**config.mk**
```make
export PLATFORM = sky130hd
export DESIGN_NAME = power2round_top
export DESIGN_NICKNAME = d
export VERILOG_FILES = /design/src/power2round_pkg.sv /design/src/power2round_ctrl.sv /design/src/power2round_core.sv /design/src/pack_buffer.sv /design/src/power2round_top.sv
export SDC_FILE = /design/constraint.sdc
export NUM_CORES = 1
export LEC_CHECK = 0
export ABC_CLOCK_PERIOD_IN_PS = 2900
export BUFFER_PORTS_ARGS = -buffer_cell sky130_fd_sc_hd__buf_2
export CAP_MARGIN = 20
export CORE_AREA = 2 2 273 221
export CTS_CLUSTER_DIAMETER = 200
export DETAILED_ROUTE_END_ITERATION = 6
export DIE_AREA = 0 0 275 223
export SLEW_MARGIN = 10
export SYNTH_ARGS = -nofsm -noshare
export SYNTH_HDL_FRONTEND = slang
export SYNTH_SLANG_ARGS = --single-unit
```
**constraint.sdc**
```tcl
create_clock -name clk -period 2.9 [get_ports clk]
set_input_delay 0 -clock clk [delete_from_list [all_inputs] [get_ports clk]]
set_output_delay 0 -clock clk [all_outputs]
set_load 0.05 [all_outputs]
```
**src/power2round_pkg.sv**
```systemverilog
package power2round_pkg;

    // ----------------------------------------------------------------------
    // ML-DSA constants, reduced polynomial size
    // ----------------------------------------------------------------------
    localparam int unsigned MLDSA_K = 2;
    localparam int unsigned MLDSA_N = 32;
    localparam int unsigned MLDSA_Q = 8380417;
    localparam int unsigned MLDSA_D = 13;

    localparam int unsigned COEFF_W    = 24;
    localparam int unsigned MEM_ADDR_W = 14;
    // Two coefficients per memory port
    localparam int unsigned MEM_DATA_W = 2 * COEFF_W;

    localparam int unsigned T1_W      = 10;
    localparam int unsigned SK_WORD_W = 64;
    // Eight t1 values per public-key write
    localparam int unsigned PK_WORD_W = 8 * T1_W;
    localparam int unsigned PK_ADDR_W = 8;

    // Each read pair returns four coefficients
    localparam int unsigned NUM_READS     = MLDSA_K * MLDSA_N / 4;
    localparam int unsigned NUM_SK_WRITES = MLDSA_K * MLDSA_N * MLDSA_D / SK_WORD_W;
    localparam int unsigned NUM_PK_WRITES = MLDSA_K * MLDSA_N * T1_W / PK_WORD_W;

    // Read pacer, 8 reads in every 13 cycles
    localparam logic [12:0] RD_PACE_INIT = 13'b0101101011011;

    // ----------------------------------------------------------------------
    // Memory request
    // ----------------------------------------------------------------------
    typedef enum logic [1:0] {
        RW_IDLE  = 2'b00,
        RW_READ  = 2'b01,
        RW_WRITE = 2'b10
    } rw_cmd_e;

    typedef struct packed {
        rw_cmd_e                 rd_wr_en;
        logic [MEM_ADDR_W-1:0]   addr;
    } mem_req_t;

    // ----------------------------------------------------------------------
    // Coefficient groups and output words
    // ----------------------------------------------------------------------
    // coeff[0] is the lowest coefficient and sits in the low bits
    typedef struct packed {
        logic [3:0][MLDSA_D-1:0] coeff;
    } t0_group_t;

    typedef struct packed {
        logic [3:0][T1_W-1:0] coeff;
    } t1_group_t;

    typedef struct packed {
        logic [SK_WORD_W/2-1:0] hi;
        logic [SK_WORD_W/2-1:0] lo;
    } sk_word_t;

    typedef logic [PK_WORD_W-1:0] pk_word_t;

    // ----------------------------------------------------------------------
    // Controller states
    // ----------------------------------------------------------------------
    typedef enum logic [1:0] {
        T_RD_IDLE,
        T_RD_MEM,
        T_RD_DONE
    } rd_state_e;

    typedef enum logic [1:0] {
        SK_WR_IDLE,
        SK_WR_WAIT,
        SK_WR_MEM,
        SK_WR_DONE
    } sk_state_e;

    typedef enum logic [1:0] {
        PK_WR_IDLE,
        PK_WR_API,
        PK_WR_DONE
    } pk_state_e;

endpackage

```
**src/power2round_ctrl.sv**
```systemverilog
module power2round_ctrl (
    input  logic                                    clk,
    input  logic                                    reset_n,
    input  logic                                    zeroize,
    input  logic                                    enable,
    input  logic [power2round_pkg::MEM_ADDR_W-1:0]  src_base_addr,
    input  logic [power2round_pkg::MEM_ADDR_W-1:0]  sk_base_addr,
    input  logic                                    sk_buff_valid,
    input  logic                                    r_valid,
    output power2round_pkg::mem_req_t               mem_a_rd_req,
    output power2round_pkg::mem_req_t               mem_b_rd_req,
    output power2round_pkg::mem_req_t               skmem_a_wr_req,
    output power2round_pkg::mem_req_t               skmem_b_wr_req,
    output logic                                    rd_valid,
    output logic                                    pk_wren,
    output logic [power2round_pkg::PK_ADDR_W-1:0]   pk_wr_addr,
    output logic                                    done
);

    power2round_pkg::rd_state_e rd_state, rd_state_nxt;
    power2round_pkg::sk_state_e sk_state, sk_state_nxt;
    power2round_pkg::pk_state_e pk_state, pk_state_nxt;

    logic [power2round_pkg::MEM_ADDR_W-1:0] rd_addr;
    logic [power2round_pkg::MEM_ADDR_W-1:0] sk_addr;
    logic [power2round_pkg::PK_ADDR_W-1:0]  pk_addr;
    logic [12:0]                            rd_pace;

    logic rd_stb, sk_wr_stb;
    logic last_rd, last_sk, last_pk;

    // Reads step by 2, one pair per strobe
    assign rd_stb  = (rd_state == power2round_pkg::T_RD_MEM) & rd_pace[0];
    assign last_rd = rd_addr == src_base_addr
                   + power2round_pkg::MEM_ADDR_W'(2 * (power2round_pkg::NUM_READS - 1));

    assign sk_wr_stb = (sk_state == power2round_pkg::SK_WR_MEM) & sk_buff_valid;
    assign last_sk   = sk_addr == sk_base_addr
                     + power2round_pkg::MEM_ADDR_W'(2 * (power2round_pkg::NUM_SK_WRITES - 1));

    assign pk_wren = (pk_state == power2round_pkg::PK_WR_API) & r_valid;
    assign last_pk = pk_addr == power2round_pkg::PK_ADDR_W'(power2round_pkg::NUM_PK_WRITES - 1);

    // ----------------------------------------------------------------------
    // State, counters and pacer
    // ----------------------------------------------------------------------
    always_ff @(posedge clk or negedge reset_n) begin
        if (!reset_n) begin
            rd_state <= power2round_pkg::T_RD_IDLE;
            sk_state <= power2round_pkg::SK_WR_IDLE;
            pk_state <= power2round_pkg::PK_WR_IDLE;
            rd_addr  <= '0;
            sk_addr  <= '0;
            pk_addr  <= '0;
            rd_pace  <= power2round_pkg::RD_PACE_INIT;
            done     <= 1'b0;
        end else if (zeroize) begin
            rd_state <= power2round_pkg::T_RD_IDLE;
            sk_state <= power2round_pkg::SK_WR_IDLE;
            pk_state <= power2round_pkg::PK_WR_IDLE;
            rd_addr  <= '0;
            sk_addr  <= '0;
            pk_addr  <= '0;
            rd_pace  <= power2round_pkg::RD_PACE_INIT;
            done     <= 1'b0;
        end else begin
            rd_state <= rd_state_nxt;
            sk_state <= sk_state_nxt;
            pk_state <= pk_state_nxt;

            // Counters reload in idle and hold at their last address
            if (rd_state == power2round_pkg::T_RD_IDLE)
                rd_addr <= src_base_addr;
            else if (rd_stb & ~last_rd)
                rd_addr <= rd_addr + power2round_pkg::MEM_ADDR_W'(2);

            if (sk_state == power2round_pkg::SK_WR_IDLE)
                sk_addr <= sk_base_addr;
            else if (sk_wr_stb & ~last_sk)
                sk_addr <= sk_addr + power2round_pkg::MEM_ADDR_W'(2);

            if (pk_state == power2round_pkg::PK_WR_IDLE)
                pk_addr <= '0;
            else if (pk_wren & ~last_pk)
                pk_addr <= pk_addr + power2round_pkg::PK_ADDR_W'(1);

            // Pacer rotates only while reading, restarts for every run
            if (rd_state == power2round_pkg::T_RD_MEM)
                rd_pace <= {rd_pace[0], rd_pace[12:1]};
            else
                rd_pace <= power2round_pkg::RD_PACE_INIT;

            done <= (sk_state == power2round_pkg::SK_WR_DONE);
        end
    end

    // ----------------------------------------------------------------------
    // Next state
    // ----------------------------------------------------------------------
    always_comb begin
        rd_state_nxt = rd_state;
        case (rd_state)
            power2round_pkg::T_RD_IDLE:
                if (enable) rd_state_nxt = power2round_pkg::T_RD_MEM;
            power2round_pkg::T_RD_MEM:
                if (rd_stb & last_rd) rd_state_nxt = power2round_pkg::T_RD_DONE;
            default:
                rd_state_nxt = power2round_pkg::T_RD_IDLE;
        endcase
    end

    always_comb begin
        sk_state_nxt = sk_state;
        case (sk_state)
            power2round_pkg::SK_WR_IDLE:
                if (rd_state != power2round_pkg::T_RD_IDLE)
                    sk_state_nxt = power2round_pkg::SK_WR_WAIT;
            power2round_pkg::SK_WR_WAIT:
                sk_state_nxt = power2round_pkg::SK_WR_MEM;
            power2round_pkg::SK_WR_MEM:
                if (sk_wr_stb & last_sk) sk_state_nxt = power2round_pkg::SK_WR_DONE;
            default:
                sk_state_nxt = power2round_pkg::SK_WR_IDLE;
        endcase
    end

    always_comb begin
        pk_state_nxt = pk_state;
        case (pk_state)
            power2round_pkg::PK_WR_IDLE:
                if (rd_state != power2round_pkg::T_RD_IDLE)
                    pk_state_nxt = power2round_pkg::PK_WR_API;
            power2round_pkg::PK_WR_API:
                if (pk_wren & last_pk) pk_state_nxt = power2round_pkg::PK_WR_DONE;
            default:
                pk_state_nxt = power2round_pkg::PK_WR_IDLE;
        endcase
    end

    // ----------------------------------------------------------------------
    // Requests
    // ----------------------------------------------------------------------
    always_comb begin
        mem_a_rd_req.rd_wr_en = rd_stb ? power2round_pkg::RW_READ : power2round_pkg::RW_IDLE;
        mem_a_rd_req.addr     = {rd_addr[power2round_pkg::MEM_ADDR_W-1:1], 1'b0};
        mem_b_rd_req.rd_wr_en = rd_stb ? power2round_pkg::RW_READ : power2round_pkg::RW_IDLE;
        mem_b_rd_req.addr     = {rd_addr[power2round_pkg::MEM_ADDR_W-1:1], 1'b1};

        skmem_a_wr_req.rd_wr_en = sk_wr_stb ? power2round_pkg::RW_WRITE
                                            : power2round_pkg::RW_IDLE;
        skmem_a_wr_req.addr     = {sk_addr[power2round_pkg::MEM_ADDR_W-1:1], 1'b0};
        skmem_b_wr_req.rd_wr_en = sk_wr_stb ? power2round_pkg::RW_WRITE
                                            : power2round_pkg::RW_IDLE;
        skmem_b_wr_req.addr     = {sk_addr[power2round_pkg::MEM_ADDR_W-1:1], 1'b1};
    end

    assign rd_valid   = rd_stb;
    assign pk_wr_addr = pk_addr;

endmodule

```
**src/power2round_core.sv**
```systemverilog
module power2round_core (
    input  logic                                    clk,
    input  logic                                    reset_n,
    input  logic                                    zeroize,
    input  logic                                    rd_valid,
    input  logic [power2round_pkg::MEM_DATA_W-1:0]  mem_a_rd_data,
    input  logic [power2round_pkg::MEM_DATA_W-1:0]  mem_b_rd_data,
    output logic                                    group_valid,
    output power2round_pkg::t0_group_t              t0_group,
    output power2round_pkg::t1_group_t              t1_group
);

    logic                                       data_valid;
    logic [3:0][power2round_pkg::COEFF_W-1:0]   coeff;
    logic [3:0][power2round_pkg::COEFF_W:0]     rounded;
    power2round_pkg::t0_group_t                 t0_nxt;
    power2round_pkg::t1_group_t                 t1_nxt;

    // Port a carries coefficients 0 and 1, port b carries 2 and 3
    assign coeff = {mem_b_rd_data, mem_a_rd_data};

    always_comb begin
        for (int i = 0; i < 4; i++) begin
            rounded[i] = {1'b0, coeff[i]}
                       + (power2round_pkg::COEFF_W + 1)'((1 << (power2round_pkg::MLDSA_D - 1)) - 1);
            t1_nxt.coeff[i] = rounded[i][power2round_pkg::MLDSA_D +: power2round_pkg::T1_W];
            // 4096 - t0 reduces to 4096 - t[12:0] modulo 2^13
            t0_nxt.coeff[i] = power2round_pkg::MLDSA_D'(1 << (power2round_pkg::MLDSA_D - 1))
                            - coeff[i][power2round_pkg::MLDSA_D-1:0];
        end
    end

    // Read data arrives one cycle after the strobe
    always_ff @(posedge clk or negedge reset_n) begin
        if (!reset_n) begin
            data_valid  <= 1'b0;
            group_valid <= 1'b0;
        end else if (zeroize) begin
            data_valid  <= 1'b0;
            group_valid <= 1'b0;
        end else begin
            data_valid  <= rd_valid;
            group_valid <= data_valid;
        end
    end

    always_ff @(posedge clk) begin
        if (data_valid) begin
            t0_group <= t0_nxt;
            t1_group <= t1_nxt;
        end
    end

endmodule

```
**src/pack_buffer.sv**
```systemverilog
module pack_buffer #(
    parameter type in_t  = logic [7:0],
    parameter type out_t = logic [15:0]
) (
    input  logic clk,
    input  logic reset_n,
    input  logic zeroize,
    input  logic in_valid,
    input  in_t  in_data,
    output logic out_valid,
    output out_t out_data
);

    localparam int IN_W  = $bits(in_t);
    localparam int OUT_W = $bits(out_t);
    localparam int ACC_W = 2 * OUT_W;
    localparam int CNT_W = $clog2(ACC_W + 1);

    logic [ACC_W-1:0] acc, acc_shift, acc_nxt;
    logic [CNT_W-1:0] fill, fill_shift, fill_nxt;
    logic [IN_W-1:0]  in_bits;
    logic [ACC_W-1:0] in_ext;

    assign in_bits = in_data;
    assign in_ext  = {{(ACC_W - IN_W){1'b0}}, in_bits};

    // A full word sits in the low bits of the accumulator
    assign out_valid = fill >= CNT_W'(OUT_W);
    assign out_data  = out_t'(acc[OUT_W-1:0]);

    // ----------------------------------------------------------------------
    // Drop the emitted word, then append the new group above the remainder
    // ----------------------------------------------------------------------
    always_comb begin
        acc_shift  = acc;
        fill_shift = fill;
        if (out_valid) begin
            acc_shift  = acc >> OUT_W;
            fill_shift = fill - CNT_W'(OUT_W);
        end

        acc_nxt  = acc_shift;
        fill_nxt = fill_shift;
        if (in_valid) begin
            acc_nxt  = acc_shift | (in_ext << fill_shift);
            fill_nxt = fill_shift + CNT_W'(IN_W);
        end
    end

    // Bits above the fill level stay zero so the OR above is an append
    always_ff @(posedge clk or negedge reset_n) begin
        if (!reset_n) begin
            acc  <= '0;
            fill <= '0;
        end else if (zeroize) begin
            acc  <= '0;
            fill <= '0;
        end else begin
            acc  <= acc_nxt;
            fill <= fill_nxt;
        end
    end

endmodule

```
**src/power2round_top.sv**
```systemverilog
module power2round_top (
    input  logic                                        clk,
    input  logic                                        reset_n,
    input  logic                                        zeroize,
    input  logic                                        enable,
    input  logic [power2round_pkg::MEM_ADDR_W-1:0]      src_base_addr,
    input  logic [power2round_pkg::MEM_ADDR_W-1:0]      sk_base_addr,
    input  logic [power2round_pkg::MEM_DATA_W-1:0]      mem_a_rd_data,
    input  logic [power2round_pkg::MEM_DATA_W-1:0]      mem_b_rd_data,
    output power2round_pkg::mem_req_t                   mem_a_rd_req,
    output power2round_pkg::mem_req_t                   mem_b_rd_req,
    output power2round_pkg::mem_req_t                   skmem_a_wr_req,
    output power2round_pkg::mem_req_t                   skmem_b_wr_req,
    output logic [power2round_pkg::SK_WORD_W/2-1:0]     skmem_a_wr_data,
    output logic [power2round_pkg::SK_WORD_W/2-1:0]     skmem_b_wr_data,
    output logic                                        pk_wren,
    output logic [power2round_pkg::PK_ADDR_W-1:0]       pk_wr_addr,
    output power2round_pkg::pk_word_t                   pk_wr_data,
    output logic                                        done
);

    logic                       rd_valid;
    logic                       group_valid;
    logic                       sk_buff_valid;
    logic                       r_valid;
    power2round_pkg::t0_group_t t0_group;
    power2round_pkg::t1_group_t t1_group;
    power2round_pkg::sk_word_t  sk_word;

    power2round_ctrl u_ctrl (
        .clk            (clk),
        .reset_n        (reset_n),
        .zeroize        (zeroize),
        .enable         (enable),
        .src_base_addr  (src_base_addr),
        .sk_base_addr   (sk_base_addr),
        .sk_buff_valid  (sk_buff_valid),
        .r_valid        (r_valid),
        .mem_a_rd_req   (mem_a_rd_req),
        .mem_b_rd_req   (mem_b_rd_req),
        .skmem_a_wr_req (skmem_a_wr_req),
        .skmem_b_wr_req (skmem_b_wr_req),
        .rd_valid       (rd_valid),
        .pk_wren        (pk_wren),
        .pk_wr_addr     (pk_wr_addr),
        .done           (done)
    );

    power2round_core u_core (
        .clk            (clk),
        .reset_n        (reset_n),
        .zeroize        (zeroize),
        .rd_valid       (rd_valid),
        .mem_a_rd_data  (mem_a_rd_data),
        .mem_b_rd_data  (mem_b_rd_data),
        .group_valid    (group_valid),
        .t0_group       (t0_group),
        .t1_group       (t1_group)
    );

    // Encoded t0 into 64-bit secret-key words
    pack_buffer #(
        .in_t   (power2round_pkg::t0_group_t),
        .out_t  (power2round_pkg::sk_word_t)
    ) u_sk_buffer (
        .clk       (clk),
        .reset_n   (reset_n),
        .zeroize   (zeroize),
        .in_valid  (group_valid),
        .in_data   (t0_group),
        .out_valid (sk_buff_valid),
        .out_data  (sk_word)
    );

    // t1 into 80-bit public-key words
    pack_buffer #(
        .in_t   (power2round_pkg::t1_group_t),
        .out_t  (power2round_pkg::pk_word_t)
    ) u_pk_buffer (
        .clk       (clk),
        .reset_n   (reset_n),
        .zeroize   (zeroize),
        .in_valid  (group_valid),
        .in_data   (t1_group),
        .out_valid (r_valid),
        .out_data  (pk_wr_data)
    );

    assign skmem_a_wr_data = sk_word.lo;
    assign skmem_b_wr_data = sk_word.hi;

endmodule

```
==> flow_summary.ini, run 1 <==
[run_status]
outcome = complete, but fails checks
violations = DRC

[final_layout]
nFillCells = 5415
insertedDiodeCount = 0
post-route-cell-area_mm2 = 0.0314
drive_above_1_share = 0.206
syn_to_final_growth_pct = 20.4
nNetsFinal = 3274
layout_commonest_cell = nand2_1
final_cell_mix = 460 x nand2_1, 343 x dfrtp_1, 331 x buf_2

[worst_setup_path]
cpMaxStageDelayCell = dlygate4sd3_1
cp_common_cell = dlygate4sd3_1
crit_fanout = 5
critical_path_class = input pin to flip-flop
critPathArrivalTime_ns = 3.09
path_buf_inv = 3
start_kind = input pin
slowest_delay_ns = 0.54
crit_path_end_kind = flip-flop
cp_cell_sequence = dlygate4sd3_1 -> buf_2 -> or3_1 -> nor4_1 -> nand2_1 -> or2_1 -> or4_4 -> and3_1 -> nand3_1 -> xnor2_1 -> dlygate4sd3_1
path_delay_family = simple AND/OR/NAND/NOR gates
worstPathRequired_ns = 3.23

[detailed_routing]
drt_first_iter_violations = 3298
wirelength_mm = 93.0
vias_per_cell = 5.91
vias = 23300
drc_errors = 5
postRouteAntennaNets = 0
wire_per_inst_um = 23.6
firstDrtPassIters = 7

[yosys]
syn_area_per_cell_um2 = 9.29
ys_ff_latch = 448
muxShareOfSynthArea = 0.0851
ys_types = 83
netlist_instances = 2806
synthArstFlopShare = 0.795
yosysTopAreaCellShare = 0.334
synthFlopType = dfrtp_1
yosysTopAreaCell = dfrtp_1
synth-simple-area-share = 0.171
synth_area_mm2 = 0.0261
synthXorXnorAreaFrac = 0.0480
ys_seq_area_frac = 0.448
synthAdderAreaFrac = 0.00768
ys.warnings.count = 0
synth-edff-count = 92
synth_top_family_by_area = simple AND/OR/NAND/NOR gates
synthTopCellsByArea = dfrtp_1 33%, edfxtp_1 11%, nand2_1 6.6%
synth_compound_area_frac = 0.149

[power_and_ir_drop]
ir_drop_mv = 0.618
power.total_mw = 16.5
p_leak_nw = 13.6
pwr_density_cell_mw_per_mm2 = 527

[floorplan]
rows = 80
die_x_um = 275
core_mm2 = 0.0589
fp.dieH_um = 223
fp.dieArea_mm2 = 0.0613
start_util = 0.443
pin_count = 346

[grt]
grt_use_met1 = 0.449
overflow = 0
busiest_layer = met1
use_met2 = 0.417
track_usage = 0.294
grt_pass1_vias = 22200
grt_first_pass_wirelength_mm = 138
antenna_found_initial = 2
globalRouteMet3Util = 0.0677
grt_max_degree = 134

[placement]
place_area_mm2 = 0.0277
port_buffers = 333
place.gp.congestion = 0.946
pre_cts_ws_ns = 0.179
place_hpwl_mm = 65.3

[sta]
fmax_mhz = 362
finalHoldViolCount = 0
finalMaxSlewViolations = 0
setup_viol = 0
finClkSkew_ns = 0.0257
finalCriticalPeriod_ns = 2.76
rsz0062_at_grt = true
worst_slew_margin_rel = 0.257
timing.final.ws_setup_ns = 0.139
tightestPinTransition_ns = 1.11
min_period_over_period = 0.952

[clocking]
root_buffer = clkbuf_16
cts_tree = built
htreeDepth = 2
cts_buffer_depth = 3
clkTransAtPathRegs_ns = 0.06
cts_buffers = 49
clk_latency_ns = 0.60
cts.sinks = 448

[hold_path]
min_path_type = input pin to async pin

[run]
drv_cap = 0
## registers in the layout, summed over array words and instances (netlist names), 2 cells and up
register / cells
u_sk_buffer.fill: 6
u_pk_buffer.fill: 5
u_ctrl.rd_pace: 12
u_sk_buffer.acc: 128
u_ctrl.pk_state: 2
u_ctrl.pk_wr_addr: 8
u_core.t1_group: 40
u_ctrl.rd_addr: 14
u_ctrl.sk_state: 2
u_ctrl.rd_state: 2
u_pk_buffer.acc: 160
u_core.t0_group: 52
u_ctrl.sk_addr: 14
## worst reg2reg max path, delay by kind of cell (launching register included)
kind            cells  cell delay, ns
flops               1            0.40
compound gates      4            0.96
simple gates        1            0.20
buf+inv             4            0.46
fa+ha+maj           1            0.20
xor+xnor            1            0.07
mux                 1            0.25
## area by class of cell
cell class,instances,area [um^2],share of cell area
repair buffers,650,4790,0.153
well taps,779,975,0.0311
clock buffers,61,1320,0.0422
flip-flops and latches,448,11700,0.372
multi-input cells,1943,12200,0.388
clock inverters,27,285,0.00909
inverters,38,143,0.00454
## final timing paths
check	slack, ns	from	cells after the start	endpoint
min in group clk	0.18	mem_a_rd_data[24]	2	u_core.t0_group[13]
hold reg to reg	0.42	u_ctrl.rd_pace[2]	1	u_ctrl.rd_pace[1]
setup / recovery	0.14	mem_a_rd_data[4]	11	u_core.t1_group[3]
setup reg to reg	0.15	u_pk_buffer.fill[4]	12	u_pk_buffer.acc[49]
max in group asynchronous	2.27	reset_n	3	u_pk_buffer.acc[61]
hold / removal	0.09	reset_n	3	u_ctrl.sk_addr[6]
## power breakdown
group / switching (mW) / internal (mW) / total, mW
registers: 0.313 / 6.66 / 6.97
logic: 2.10 / 1.04 / 3.14
clock network: 2.73 / 3.69 / 6.42
total: 5.14 / 11.4 / 16.5
## cells by family (layout without fill, tap and decap cells)
kind of cell | count (synthesis) | in the layout
other | 2 | 8
DFF | 448 | 448
buffers and inverters | 421 | 776
xor gates and xnor gates | 143 | 143
AOI/OAI and AO/OA | 560 | 560
muxes | 209 | 209
and+or+nand+nor | 1007 | 1007
adders and majority gates | 16 | 16
## layer usage
layer | wire length (um) | vias to the layer above
met3 | 9760 | 118
met2 | 39200 | 1206
met1 | 42000 | 11500
met4 | 2100 | 0
li1 | - | 10500
met5 | 0 | -
## stage by stage
step,hold WS (ns),std cells,TNS [ns],util
2_1_floorplan,-0.296,2812,0,-
3_3_place_gp,-0.00642,3670,0,0.471
3_5_place_dp,-0.000988,3670,0,0.471
4_1_cts,0.0921,3942,0,0.530
5_1_grt,0.128,3946,-0.0666,0.533
6_report,0.0928,3946,0,0.533
## Yosys cell counts, types with 13 or more instances
master    number
xor2_1        32
mux2_2        31
and3_1        31
buf_2         13
a21oi_1       91
nand4_1       18
edfxtp_1      92
a211oi_1      22
nand2_1      461
o22ai_1       72
and2_1        21
o31ai_1       13
a22oi_1       55
nor2b_1       24
nand2b_1      21
mux2i_1      171
buf_1         21
a31oi_1       75
nand3_1       45
ha_1          16
xnor2_1      111
nor3_1        40
dfrtp_1      348
nor2_1       278
buf_4        208
a41oi_1       32
a222oi_1      55
clkbuf_1     140
inv_1         34
o21ai_0       78
## timing repair
action / CTS / global route
hold buffers: 184 / 0
setup endpoints to repair: 0 / 18
buffers inserted: 0 / 2
endpoints found under the hold margin: 537 / 0
gates resized for setup: 0 / 30
(Power assumes the default switching activity.)
==> run 2, diff against run 1 <==
CAP_MARGIN = unset   (was 20)
CTS_BUF_LIST = sky130_fd_sc_hd__clkbuf_8 sky130_fd_sc_hd__clkbuf_16   (was unset)
==> run 2 against run 1 <==
  * The run still ends with DRC left
  * Combinational power hardly changed
  * Worst hold slack better by 0.0039 ns
  * Worst setup slack worse by 0.00095 ns
  * Via count is 0.18% higher
  * Largest power group unchanged
==> flow_summary.ini, run 2 (same netlist as run 1, synthesis figures left out) <==
[run_status]
outcome = complete, but fails checks
violations = DRC

[sta]
min_period_over_period = 0.952
whs_ns = 0.0967
tightestPinTransition_ns = 1.11
finalCriticalPeriod_ns = 2.76
finalMaxSlewViolations = 0
finClkSkew_ns = 0.0277
timing.final.ws_setup_ns = 0.138
worst_slew_margin_rel = 0.262
tns_ns = 0
setup_viol = 0
finalHoldViolCount = 0
fmax_mhz = 362
rsz0062_at_grt = true

[power_and_ir_drop]
power.total_mw = 16.5
pwr_density_cell_mw_per_mm2 = 526
p_leak_nw = 13.6
ir_drop_mv = 0.618

[worst_setup_path]
start_kind = flip-flop
critical_path_class = flip-flop to flip-flop
critPathArrivalTime_ns = 3.17
crit_fanout = 13
worstPathRequired_ns = 3.31
crit_path_end_kind = flip-flop

[grt]
grt_max_degree = 134
overflow = 0
grt_pass1_vias = 22200
grt_first_pass_wirelength_mm = 138
track_usage = 0.294
antenna_found_initial = 2

[floorplan]
die_x_um = 275
pin_count = 346
rows = 80
start_util = 0.443
fp.dieH_um = 223
core_mm2 = 0.0589
fp.dieArea_mm2 = 0.0613

[final_layout]
layout_commonest_cell = nand2_1
syn_to_final_growth_pct = 20.4
drive_above_1_share = 0.206
nNetsFinal = 3274
largest_register = u_pk_buffer.acc
largest_register_ffs = 160
final_util = 0.533
final_cells = 3946
top_regs = u_pk_buffer.acc: 160 flops, u_sk_buffer.acc: 128 flops, u_core.t0_group: 52 flops
final_cell_mix = 460 x nand2_1, 343 x dfrtp_1, 331 x buf_2
post-route-cell-area_mm2 = 0.0314
insertedDiodeCount = 0

[placement]
port_buffers = 333
pre_cts_ws_ns = 0.179
place.gp.congestion = 0.946
place_area_mm2 = 0.0277
place_inst = 3670
place_hpwl_mm = 65.3

[detailed_routing]
wire_per_inst_um = 23.6
vias_per_cell = 5.92
wirelength_mm = 93.0
drt_first_iter_violations = 3362
postRouteAntennaNets = 0
drc_errors = 2
vias = 23400
firstDrtPassIters = 7

[clocking]
cts_buffers = 49
cts.sinks = 448
clk_latency_ns = 0.60
htreeDepth = 2
cts_buffer_depth = 3
clkTransAtPathRegs_ns = 0.06
cts_tree = built
root_buffer = clkbuf_16

[run]
drv_cap = 0

[hold_path]
min_path_type = input pin to async pin
-- run 2: critical path, cell delays in order (launching register included) --
cell and delay [ns]:
dfrtp_1 0.40, inv_1 0.09, ha_1 0.20, inv_1 0.05
o21ai_1 0.18, and2_4 0.20, xnor2_2 0.07, inv_2 0.13
buf_12 0.19, mux2i_1 0.24, o21ai_0 0.15, a22oi_1 0.48
o22ai_1 0.18
-- run 2: repair_timing --
item | CTS | global route
buffers inserted | 0 | 2
hold endpoints to repair | 537 | 0
endpoints found under the setup margin | 0 | 18
hold buffers | 184 | 0
gates resized for setup | 0 | 30
-- run 2: final cells by class --
class | instances | area (um^2)
Sequential cell | 448 | 11700
Fill cell | 5415 | 27500
Tap cell | 779 | 975
Inverter | 38 | 143
Timing Repair Buffer | 650 | 4790
Clock inverter | 36 | 319
Multi-Input combinational cell | 1943 | 12200
Clock buffer | 52 | 1290
-- run 2: routing by layer --
metal  GRT usage  routed length, um  up-vias
met5           0                  0        -
met4      0.0739               2040        0
met3      0.0677               9890      116
met2       0.417              39300     1277
met1       0.450              41800    11500
li1            -                  -    10500
-- run 2: path summary, 6_finish.rpt --
check                                     from              endpoint  slack, ns  cells after the start
setup reg to reg           u_pk_buffer.fill[4]   u_pk_buffer.acc[49]       0.14                     12
min in group clk             mem_a_rd_data[24]   u_core.t0_group[13]       0.17                      2
setup / recovery           u_pk_buffer.fill[4]   u_pk_buffer.acc[49]       0.14                     12
hold / removal                         reset_n     u_ctrl.sk_addr[6]        0.1                      3
hold reg to reg              u_ctrl.rd_pace[2]     u_ctrl.rd_pace[1]       0.42                      1
max in group asynchronous              reset_n  u_pk_buffer.acc[143]       2.28                      3
-- run 2: power breakdown --
part / switching (mW) / total, mW / internal, mW
Clock: 2.73 / 6.39 / 3.66
Combinational: 2.10 / 3.14 / 1.04
Sequential: 0.312 / 6.97 / 6.66
Total: 5.14 / 16.5 / 11.4
